$ cat src/design/md_pkg.sv
// Shared types and constants for the iterative RV32M multiply/divide unit.
// Only one operation is in flight at a time, so one request register is enough.
`default_nettype none

package md_pkg;

  // Data widths
  typedef logic [31:0] word_t;
  typedef logic [15:0] half_t;
  // Accumulator and remainder carry two guard bits
  typedef logic [33:0] acc_t;

  typedef enum logic [1:0] {
    MD_OP_MULL,
    MD_OP_MULH,
    MD_OP_DIV,
    MD_OP_REM
  } md_op_e;

  // Bit 0 marks operand a signed, bit 1 marks operand b signed
  typedef logic [1:0] sign_mode_t;

  typedef struct packed {
    md_op_e     op;
    sign_mode_t sign_mode;
    word_t      op_a;
    word_t      op_b;
  } md_req_t;

  typedef enum logic [3:0] {
    IDLE,
    ALBL,
    ALBH,
    AHBL,
    AHBH,
    DIV_ABS_A,
    DIV_ABS_B,
    DIV_COMP,
    DIV_LAST,
    DIV_SIGN,
    FINISH
  } md_state_e;

  // Addend codes for the multiply-accumulate
  localparam logic [1:0] ACC_ZERO = 2'd0;
  localparam logic [1:0] ACC_LOW  = 2'd1;
  localparam logic [1:0] ACC_FULL = 2'd2;
  localparam logic [1:0] ACC_TOP  = 2'd3;

  typedef struct packed {
    logic       a_hi;
    logic       b_hi;
    logic [1:0] acc_sel;
    logic       pack_low;
    logic       en;
  } mac_ctl_t;

  typedef enum logic [2:0] {
    DIV_NONE,
    DIV_INIT,
    DIV_NEG_A,
    DIV_NEG_B,
    DIV_STEP,
    DIV_FINAL,
    DIV_FIX
  } div_step_e;

  localparam int unsigned DIV_STEPS       = 32;
  localparam int unsigned CNT_W           = 5;
  localparam int unsigned REQ_CREDITS     = 1;
  localparam int unsigned RSP_CREDITS_MAX = 4;

  // Response credit counter, wide enough to hold RSP_CREDITS_MAX
  typedef logic [$clog2(RSP_CREDITS_MAX + 1) - 1:0] rsp_cnt_t;

endpackage

`default_nettype wire

$ cat src/design/md_ctrl.sv
// Sequencer for the multiply/divide unit. Requests are only legal in IDLE,
// which the request credit guarantees. A finished result waits in FINISH
// until a response credit is held; datapath registers stay frozen meanwhile.
`default_nettype none

module md_ctrl (
  input  logic              clk_i,
  input  logic              rst_ni,
  input  logic              req_valid_i,
  input  md_pkg::md_req_t   req_i,
  output logic              req_credit_o,
  input  logic              rsp_credit_i,
  output logic              rsp_valid_o,
  output md_pkg::word_t     rsp_o,
  input  logic              den_zero_i,
  input  logic              last_step_i,
  input  md_pkg::word_t     mac_res_i,
  input  md_pkg::word_t     div_res_i,
  output md_pkg::md_req_t   req_q_o,
  output md_pkg::mac_ctl_t  mac_ctl_o,
  output md_pkg::div_step_e div_step_o
);
  import md_pkg::*;

  md_state_e state_q, state_d;
  md_req_t   req_q;
  rsp_cnt_t  rsp_cnt_q;
  logic      req_credit_q;
  logic      is_mull;
  logic      rsp_fire;

  assign is_mull  = (req_q.op == MD_OP_MULL);
  assign rsp_fire = (state_q == FINISH) && (rsp_cnt_q != '0);

  // Accepted request, held stable until the response goes out
  always_ff @(posedge clk_i) begin
    if ((state_q == IDLE) && req_valid_i) begin
      req_q <= req_i;
    end
  end

  always_comb begin
    state_d    = state_q;
    mac_ctl_o  = '0;
    div_step_o = DIV_NONE;

    case (state_q)
      IDLE: begin
        if (req_valid_i) begin
          state_d = (req_i.op inside {MD_OP_MULL, MD_OP_MULH}) ? ALBL : DIV_ABS_A;
        end
      end
      ALBL: begin
        mac_ctl_o.acc_sel = ACC_ZERO;
        mac_ctl_o.en      = 1'b1;
        state_d           = ALBH;
      end
      ALBH: begin
        mac_ctl_o.b_hi     = 1'b1;
        mac_ctl_o.acc_sel  = ACC_LOW;
        mac_ctl_o.pack_low = is_mull;
        mac_ctl_o.en       = 1'b1;
        state_d            = AHBL;
      end
      AHBL: begin
        mac_ctl_o.a_hi     = 1'b1;
        mac_ctl_o.acc_sel  = is_mull ? ACC_LOW : ACC_FULL;
        mac_ctl_o.pack_low = is_mull;
        mac_ctl_o.en       = 1'b1;
        state_d            = is_mull ? FINISH : AHBH;
      end
      AHBH: begin
        mac_ctl_o.a_hi    = 1'b1;
        mac_ctl_o.b_hi    = 1'b1;
        mac_ctl_o.acc_sel = ACC_TOP;
        mac_ctl_o.en      = 1'b1;
        state_d           = FINISH;
      end
      DIV_ABS_A: begin
        div_step_o = DIV_NEG_A;
        state_d    = DIV_ABS_B;
      end
      DIV_ABS_B: begin
        // Zero divisor loads the fixed RV32M result and skips the loop
        div_step_o = den_zero_i ? DIV_INIT : DIV_NEG_B;
        state_d    = den_zero_i ? FINISH : DIV_COMP;
      end
      DIV_COMP: begin
        div_step_o = DIV_STEP;
        if (last_step_i) begin
          state_d = DIV_LAST;
        end
      end
      DIV_LAST: begin
        div_step_o = DIV_FINAL;
        state_d    = DIV_SIGN;
      end
      DIV_SIGN: begin
        div_step_o = DIV_FIX;
        state_d    = FINISH;
      end
      FINISH: begin
        if (rsp_fire) begin
          state_d = IDLE;
        end
      end
      default: begin
        state_d = IDLE;
      end
    endcase
  end

  always_ff @(posedge clk_i or negedge rst_ni) begin
    if (!rst_ni) begin
      state_q      <= IDLE;
      rsp_cnt_q    <= '0;
      req_credit_q <= 1'b0;
    end else begin
      state_q      <= state_d;
      // Request credit goes back in the first IDLE cycle after the response
      req_credit_q <= rsp_fire;
      if (rsp_credit_i && !rsp_fire && (rsp_cnt_q != rsp_cnt_t'(RSP_CREDITS_MAX))) begin
        rsp_cnt_q <= rsp_cnt_q + 1'b1;
      end else if (rsp_fire && !rsp_credit_i) begin
        rsp_cnt_q <= rsp_cnt_q - 1'b1;
      end
    end
  end

  assign req_q_o      = req_q;
  assign req_credit_o = req_credit_q;
  assign rsp_valid_o  = rsp_fire;
  assign rsp_o        = (req_q.op inside {MD_OP_DIV, MD_OP_REM}) ? div_res_i : mac_res_i;

endmodule

`default_nettype wire

$ cat src/design/md_div_dp.sv
// Restoring long division on absolute values, one quotient bit per cycle.
// The remainder starts at zero, so the first compare always yields a zero bit
// that is shifted out of the quotient. Signs are fixed in a final step.
`default_nettype none

module md_div_dp (
  input  logic              clk_i,
  input  logic              rst_ni,
  input  md_pkg::md_req_t   req_i,
  input  md_pkg::div_step_e step_i,
  output logic              den_zero_o,
  output logic              last_step_o,
  output md_pkg::word_t     res_o
);
  import md_pkg::*;

  word_t            num_q, den_q, quo_q, res_q;
  word_t            quo_next;
  acc_t             rem_q, rem_keep;
  acc_t             add_a, add_b, add_res;
  logic [CNT_W-1:0] cnt_q;
  logic             sign_a, sign_b;
  logic             ge;
  logic             quo_neg, rem_neg;
  logic             is_div;

  assign is_div = (req_i.op == MD_OP_DIV);
  assign sign_a = req_i.sign_mode[0] & req_i.op_a[31];
  assign sign_b = req_i.sign_mode[1] & req_i.op_b[31];

  assign den_zero_o  = (req_i.op_b == '0);
  assign last_step_o = (cnt_q == '0);

  assign quo_neg = (sign_a ^ sign_b) & ~den_zero_o;
  assign rem_neg = sign_a;

  // Single subtractor shared by negation, trial subtraction and sign fix
  always_comb begin
    add_a = '0;
    add_b = '0;
    case (step_i)
      DIV_NEG_A: add_b = {2'b0, req_i.op_a};
      DIV_NEG_B: add_b = {2'b0, req_i.op_b};
      DIV_STEP, DIV_FINAL: begin
        add_a = rem_q;
        add_b = {2'b0, den_q};
      end
      DIV_FIX: add_b = {2'b0, res_q};
      default: add_b = '0;
    endcase
  end

  assign add_res = add_a - add_b;

  // Remainder stays below 2^33, so a clear top bit means rem >= den
  assign ge       = ~add_res[33];
  assign rem_keep = ge ? add_res : rem_q;
  assign quo_next = {quo_q[30:0], ge};

  always_ff @(posedge clk_i) begin
    case (step_i)
      DIV_INIT: res_q <= is_div ? '1 : req_i.op_a;
      DIV_NEG_A: begin
        num_q <= sign_a ? add_res[31:0] : req_i.op_a;
        quo_q <= '0;
      end
      DIV_NEG_B: begin
        den_q <= sign_b ? add_res[31:0] : req_i.op_b;
        rem_q <= '0;
      end
      DIV_STEP: begin
        rem_q <= {rem_keep[32:0], num_q[cnt_q]};
        quo_q <= quo_next;
      end
      DIV_FINAL: res_q <= is_div ? quo_next : rem_keep[31:0];
      DIV_FIX: begin
        if (is_div ? quo_neg : rem_neg) begin
          res_q <= add_res[31:0];
        end
      end
      default: begin
        // Hold all values
      end
    endcase
  end

  // Counter points at the numerator bit shifted in next
  always_ff @(posedge clk_i or negedge rst_ni) begin
    if (!rst_ni) begin
      cnt_q <= '0;
    end else if (step_i == DIV_NEG_B) begin
      cnt_q <= CNT_W'(DIV_STEPS - 1);
    end else if (step_i == DIV_STEP) begin
      cnt_q <= cnt_q - 1'b1;
    end
  end

  assign res_o = res_q;

endmodule

`default_nettype wire

$ cat src/design/md_mac16.sv
// 17x17 signed multiply-accumulate over the four 16-bit partial products.
// MULL finishes after AHBL with packed low halves; MULH needs AHBH as well.
`default_nettype none

module md_mac16 (
  input  logic             clk_i,
  input  logic             rst_ni,
  input  md_pkg::md_req_t  req_i,
  input  md_pkg::mac_ctl_t ctl_i,
  output md_pkg::word_t    res_o
);
  import md_pkg::*;

  half_t             half_a, half_b;
  logic              ext_a, ext_b;
  logic              signed_mult;
  acc_t              acc_q, acc_d, addend;
  logic signed [33:0] mac_s;

  assign half_a = ctl_i.a_hi ? req_i.op_a[31:16] : req_i.op_a[15:0];
  assign half_b = ctl_i.b_hi ? req_i.op_b[31:16] : req_i.op_b[15:0];

  // Only an upper half of a signed operand carries the sign
  assign ext_a = ctl_i.a_hi & req_i.sign_mode[0] & half_a[15];
  assign ext_b = ctl_i.b_hi & req_i.sign_mode[1] & half_b[15];

  assign signed_mult = (req_i.sign_mode != 2'b00);

  always_comb begin
    case (ctl_i.acc_sel)
      ACC_ZERO: addend = '0;
      // Carry the upper 16 bits of the previous partial sum
      ACC_LOW:  addend = {18'b0, acc_q[31:16]};
      ACC_FULL: addend = acc_q;
      default:  addend = {{16{signed_mult & acc_q[33]}}, acc_q[33:16]};
    endcase
  end

  assign mac_s = $signed({ext_a, half_a}) * $signed({ext_b, half_b}) + $signed(addend);

  // MULL keeps the finished low half below the new partial sum
  assign acc_d = ctl_i.pack_low ? {2'b0, mac_s[15:0], acc_q[15:0]} : mac_s;

  always_ff @(posedge clk_i or negedge rst_ni) begin
    if (!rst_ni) begin
      acc_q <= '0;
    end else if (ctl_i.en) begin
      acc_q <= acc_d;
    end
  end

  assign res_o = acc_q[31:0];

endmodule

`default_nettype wire

$ cat src/design/md_unit.sv
// RV32M multiply/divide unit with credit flow control on both sides.
// The requester starts with REQ_CREDITS credits; the sink grants response
// credits by pulses, and the unit holds at most RSP_CREDITS_MAX of them.
`default_nettype none

module md_unit (
  input  logic            clk_i,
  input  logic            rst_ni,
  input  logic            req_valid_i,
  input  md_pkg::md_req_t req_i,
  output logic            req_credit_o,
  input  logic            rsp_credit_i,
  output logic            rsp_valid_o,
  output md_pkg::word_t   rsp_o
);
  import md_pkg::*;

  md_req_t   req_q;
  mac_ctl_t  mac_ctl;
  div_step_e div_step;
  logic      den_zero;
  logic      last_step;
  word_t     mac_res;
  word_t     div_res;

  md_ctrl u_ctrl (
    .clk_i        (clk_i),
    .rst_ni       (rst_ni),
    .req_valid_i  (req_valid_i),
    .req_i        (req_i),
    .req_credit_o (req_credit_o),
    .rsp_credit_i (rsp_credit_i),
    .rsp_valid_o  (rsp_valid_o),
    .rsp_o        (rsp_o),
    .den_zero_i   (den_zero),
    .last_step_i  (last_step),
    .mac_res_i    (mac_res),
    .div_res_i    (div_res),
    .req_q_o      (req_q),
    .mac_ctl_o    (mac_ctl),
    .div_step_o   (div_step)
  );

  md_mac16 u_mac16 (
    .clk_i  (clk_i),
    .rst_ni (rst_ni),
    .req_i  (req_q),
    .ctl_i  (mac_ctl),
    .res_o  (mac_res)
  );

  md_div_dp u_div_dp (
    .clk_i       (clk_i),
    .rst_ni      (rst_ni),
    .req_i       (req_q),
    .step_i      (div_step),
    .den_zero_o  (den_zero),
    .last_step_o (last_step),
    .res_o       (div_res)
  );

endmodule

`default_nettype wire

$ cat config.mk
export PLATFORM = sky130hd
export DESIGN_NAME = md_unit
export DESIGN_NICKNAME = d
export VERILOG_FILES = /design/src/design/md_pkg.sv /design/src/design/md_ctrl.sv /design/src/design/md_div_dp.sv /design/src/design/md_mac16.sv /design/src/design/md_unit.sv
export SDC_FILE = /design/constraint.sdc
export NUM_CORES = 2
export LEC_CHECK = 0
export ABC_CLOCK_PERIOD_IN_PS = 10900
export BUFFER_PORTS_ARGS = -buffer_cell sky130_fd_sc_hd__buf_2
export CAP_MARGIN = 10
export CORE_MARGIN = 2
export CORE_UTILIZATION = 36
export CTS_CLUSTER_SIZE = 24
export DETAILED_ROUTE_END_ITERATION = 7
export PLACE_DENSITY_LB_ADDON = 0.3
export SETUP_SLACK_MARGIN = 0.3
export SYNTH_ARGS = -nofsm -noshare
export SYNTH_HDL_FRONTEND = slang
export SYNTH_SLANG_ARGS = --single-unit
export TNS_END_PERCENT = 10
$ cat constraint.sdc
create_clock -name clk_i -period 10.9 [get_ports clk_i]
set_clock_uncertainty 0.2 [all_clocks]
set_input_delay 2.725 -clock clk_i [delete_from_list [all_inputs] [get_ports clk_i]]
set_output_delay 2.725 -clock clk_i [all_outputs]
set_load 0.05 [all_outputs]
==> results.txt <==
- The first routing iteration left 2,506 violations.
* Filler cells: 7,621
* Syn-to-layout area delta: 9.99%
- Fmax achieved: 102 MHz
- Layout Nets: 3,366
* Delay of the slowest critical-path stage: 0.79 ns
- Post-CTS setup buffer count: 0
* Max clock buf depth: 3
- Rows: 101
- Global routing consumed, over all layers together, 24.3% of the routing resources.
- Final HPWL from detailed placement: 73.8 mm
* Period Utilization, post-route: 90.1%
- Counting flops and latches in the post-synthesis netlist gives 276.
- The flow ran to the end, and the final reports show no timing, DRC or antenna violations.
- For met2 alone, demand over resource in global routing was 35.8%.
* Setup violations, final: 0
- Measured against its own limit, the worst slew margin works out to 16.7%.
- Sequential elements use 29.1% of the synthesized area.
- The die is 281 µm tall.
* Post-CTS resize count: 0
* Mapped Nets: 3,309
- Overall die width: 281 µm
* Die Area: 79,200 µm²
- Clock tree from TritonCTS: yes
* Post-synth top flop: sky130_fd_sc_hd__edfxtp_1
- For this run, global-route usage on met1 was measured as 34.6%.
- Std-Cell Core Area: 76,100 µm²
- WL per Instance: 24.8 µm
* Most crowded layer after global routing: met2
* Cts bufs inserted: 34
- At the end of routability-driven placement, the weighted congestion stood at 0.993.
- Setup tns final: 0 ns
* Residual antenna-violating net count after detailed routing: 0
- The top cell types in the final layout, fill and taps aside, are sky130_fd_sc_hd__inv_1, sky130_fd_sc_hd__fa_1, sky130_fd_sc_hd__nand2_1.
- Area of the mapped netlist: 27,700 µm²
- H-tree level count: 2
* R2R setup slack: 1.08 ns
* Average via count per standard cell: 5.55
* Drt first pass iters: 6
* Critical Path RT: 11.13 ns
- The worst setup path is launched from a flip-flop.
* First-pass GRT wire length: 141 mm
- For the finished layout, the period the worst path requires is 9.82 ns.
* Initial core utilization: 36.4%
- Data arrives at the worst endpoint at 10.05 ns.
- Most used cell, CP: sky130_fd_sc_hd__fa_1
- WP depth: 28
- Ports: 106
* Measured slew at the worst slew-check pin: 1.25 ns
- Synth Area per Inst: 10.0 µm²
* Commonest non-fill, non-tap cell in the layout: sky130_fd_sc_hd__inv_1
- For this run the aggregate overflow at the end of global routing stands at 0.
- Number of antenna violations at the first check in global routing: 3
- Of all flip-flops after synthesis, the portion carrying an async set or reset was 17.0%.
* Input/output buffers: 105
- The number of hold buffers added after CTS was 0.
- Slowest library cell on the worst path: sky130_fd_sc_hd__mux2i_1
- The clock reaches the later pin of the worst-skew pair after 0.56 ns.
- In the final layout, the share of cells above drive strength 1 is 12.4%.
* Pin count of the biggest net entering global routing: 69
- Setup repair after global routing missed its margin: false
- Unique masters post-synth: 68
* Count of flip-flops with a built-in enable after synthesis: 229
* Area after detailed placement: 29,400 µm²
- In this run the worst path has a maximum fanout of 20.
* Number of cells on the worst reg-to-reg path: 28
- Final Hold Violating Endpoints: 0
- Detailed-route DRC error count: 0
* Family of cells with the greatest summed delay on the critical path: adder cells
* Yosys warning total: 0
- Synthesis handed over a netlist of 2,760 instances.
* Sort of element at the end of the critical path: flip-flop
* Class of the most critical setup path: reg -> reg
* Clock Tree Root: sky130_fd_sc_hd__clkbuf_16
* Total non-filler cell area in the finished layout: 30,500 µm²
- For this design, the sink count on the clock tree is 276.
- The via count of the first global-routing pass was 21,000.
- Routed wire length: 95.8 mm
- In this run the worst hold path is classified as reg -> reg.
* Clock-pin slew on the worst setup and hold paths: 0.06 ns
- For this block, the via count after detailed routing is 21,500.
* Global routing usage on met3: 5.51%
* Max-cap check violation count: 0
- Bufs and invs on worst path: 5
- Worst hold path stage count: 1
- The final count of pins violating max slew is 0.
## cells by family (layout without fill, tap and decap cells)
group / Yosys count / in the layout / share of synthesized area [%]
adder cells (fa/ha/maj): 477 / 477 / 30.8
AND/OR/NAND/NOR: 714 / 714 / 11.2
other: 0 / 1 / 0
buffers and inverters: 575 / 655 / 7.96
AO/OA/AOI/OAI: 461 / 461 / 11.1
multiplexers: 185 / 185 / 7.67
flip-flops: 276 / 276 / 29.1
XOR/XNOR: 72 / 72 / 2.28
## registers in the layout, indices dropped and copies added (netlist names)
register / flops
u_div_dp.den_q: 32
u_mac16.acc_q: 34
u_ctrl.rsp_cnt_q: 3
u_div_dp.num_q: 32
u_div_dp.res_o: 32
u_div_dp.cnt_q: 5
u_ctrl.req_q_o: 68
u_ctrl.req_credit_o: 1
u_div_dp.quo_q: 31
u_div_dp.rem_q: 34
u_ctrl.state_q: 4
## layout make-up
type                    instances  area, µm²  share of cell area (%)
diodes                          1       2.50                 0.00821
clock buffers                  41        898                    2.95
clock inverters                18        165                   0.542
inverters                     451       1690                    5.55
multi-input cells            1909      17500                    57.5
flip-flops and latches        276       8050                    26.4
well taps                    1030       1290                    4.23
repair buffers                145        851                    2.79
## synthesized netlist by cell type, types with 5 or more instances
library cell | number | area (µm²)
sky130_fd_sc_hd__and2_1 | 57 | 357
sky130_fd_sc_hd__inv_1 | 450 | 1690
sky130_fd_sc_hd__fa_1 | 341 | 6830
sky130_fd_sc_hd__clkbuf_1 | 112 | 420
sky130_fd_sc_hd__and3_1 | 13 | 81.3
sky130_fd_sc_hd__o22ai_1 | 5 | 31.3
sky130_fd_sc_hd__xor2_1 | 20 | 175
sky130_fd_sc_hd__a221oi_1 | 23 | 201
sky130_fd_sc_hd__nor2_1 | 269 | 1010
sky130_fd_sc_hd__xnor2_1 | 52 | 455
sky130_fd_sc_hd__nand3_1 | 14 | 70.1
sky130_fd_sc_hd__o21bai_1 | 5 | 37.5
sky130_fd_sc_hd__a22oi_1 | 13 | 97.6
sky130_fd_sc_hd__mux2i_1 | 56 | 561
sky130_fd_sc_hd__a21o_1 | 18 | 135
sky130_fd_sc_hd__o31ai_1 | 5 | 37.5
sky130_fd_sc_hd__nor2b_1 | 11 | 68.8
sky130_fd_sc_hd__ha_1 | 136 | 1700
sky130_fd_sc_hd__buf_1 | 6 | 22.5
sky130_fd_sc_hd__a31oi_1 | 10 | 62.6
sky130_fd_sc_hd__edfxtp_1 | 229 | 6880
sky130_fd_sc_hd__o221ai_1 | 11 | 96.3
sky130_fd_sc_hd__nand2b_1 | 22 | 138
sky130_fd_sc_hd__a21oi_1 | 114 | 571
sky130_fd_sc_hd__or2_2 | 9 | 56.3
sky130_fd_sc_hd__o21ai_0 | 105 | 526
sky130_fd_sc_hd__nand2_1 | 268 | 1010
sky130_fd_sc_hd__nor4_1 | 13 | 81.3
sky130_fd_sc_hd__o21ai_1 | 11 | 55.1
sky130_fd_sc_hd__mux2_2 | 119 | 1340
sky130_fd_sc_hd__dfrtp_1 | 47 | 1180
sky130_fd_sc_hd__a22o_1 | 8 | 70.1
sky130_fd_sc_hd__a211o_1 | 6 | 52.6
sky130_fd_sc_hd__a21boi_0 | 37 | 278
sky130_fd_sc_hd__mux4_2 | 10 | 225
sky130_fd_sc_hd__o21a_1 | 21 | 158
sky130_fd_sc_hd__a211oi_1 | 7 | 52.6
sky130_fd_sc_hd__a222oi_1 | 31 | 310
sky130_fd_sc_hd__nor3_1 | 19 | 95.1
sky130_fd_sc_hd__or3_1 | 5 | 31.3
## worst paths after layout
| check | start | endpoint |
|---|---|---|
| hold / removal | u_ctrl.rsp_cnt_q[2] | u_ctrl.rsp_cnt_q[2] |
| max in group asynchronous | rst_ni | u_div_dp.cnt_q[0] |
| setup / recovery | u_ctrl.state_q[0] | u_mac16.acc_q[32] |
| setup reg to reg | u_ctrl.state_q[0] | u_mac16.acc_q[32] |
| min in group asynchronous | rst_ni | u_mac16.acc_q[12] |
| hold reg to reg | u_ctrl.rsp_cnt_q[2] | u_ctrl.rsp_cnt_q[2] |
## metrics by stage
step	util, %	instances	hold WS (ns)	worst slack [ns]
finish	40.1	3871	0.285	1.08
global route	40.1	3870	0.312	0.516
CTS	40.0	3869	0.284	1.29
detailed placement	38.6	3810	0.272	1.36
global placement	38.6	3810	0.273	1.54
floorplan	-	2760	0.247	2.34
## per-layer routing
layer	part of all wire (%)	up-vias
li1	-	9308
met1	43	10800
met2	43	1177
met3	10	206
met4	4.5	2
met5	0.0073	-
Power is left out: the tool's default activity adds up to more than one toggle a clock period on the data nets, which glitch-free logic cannot reach.
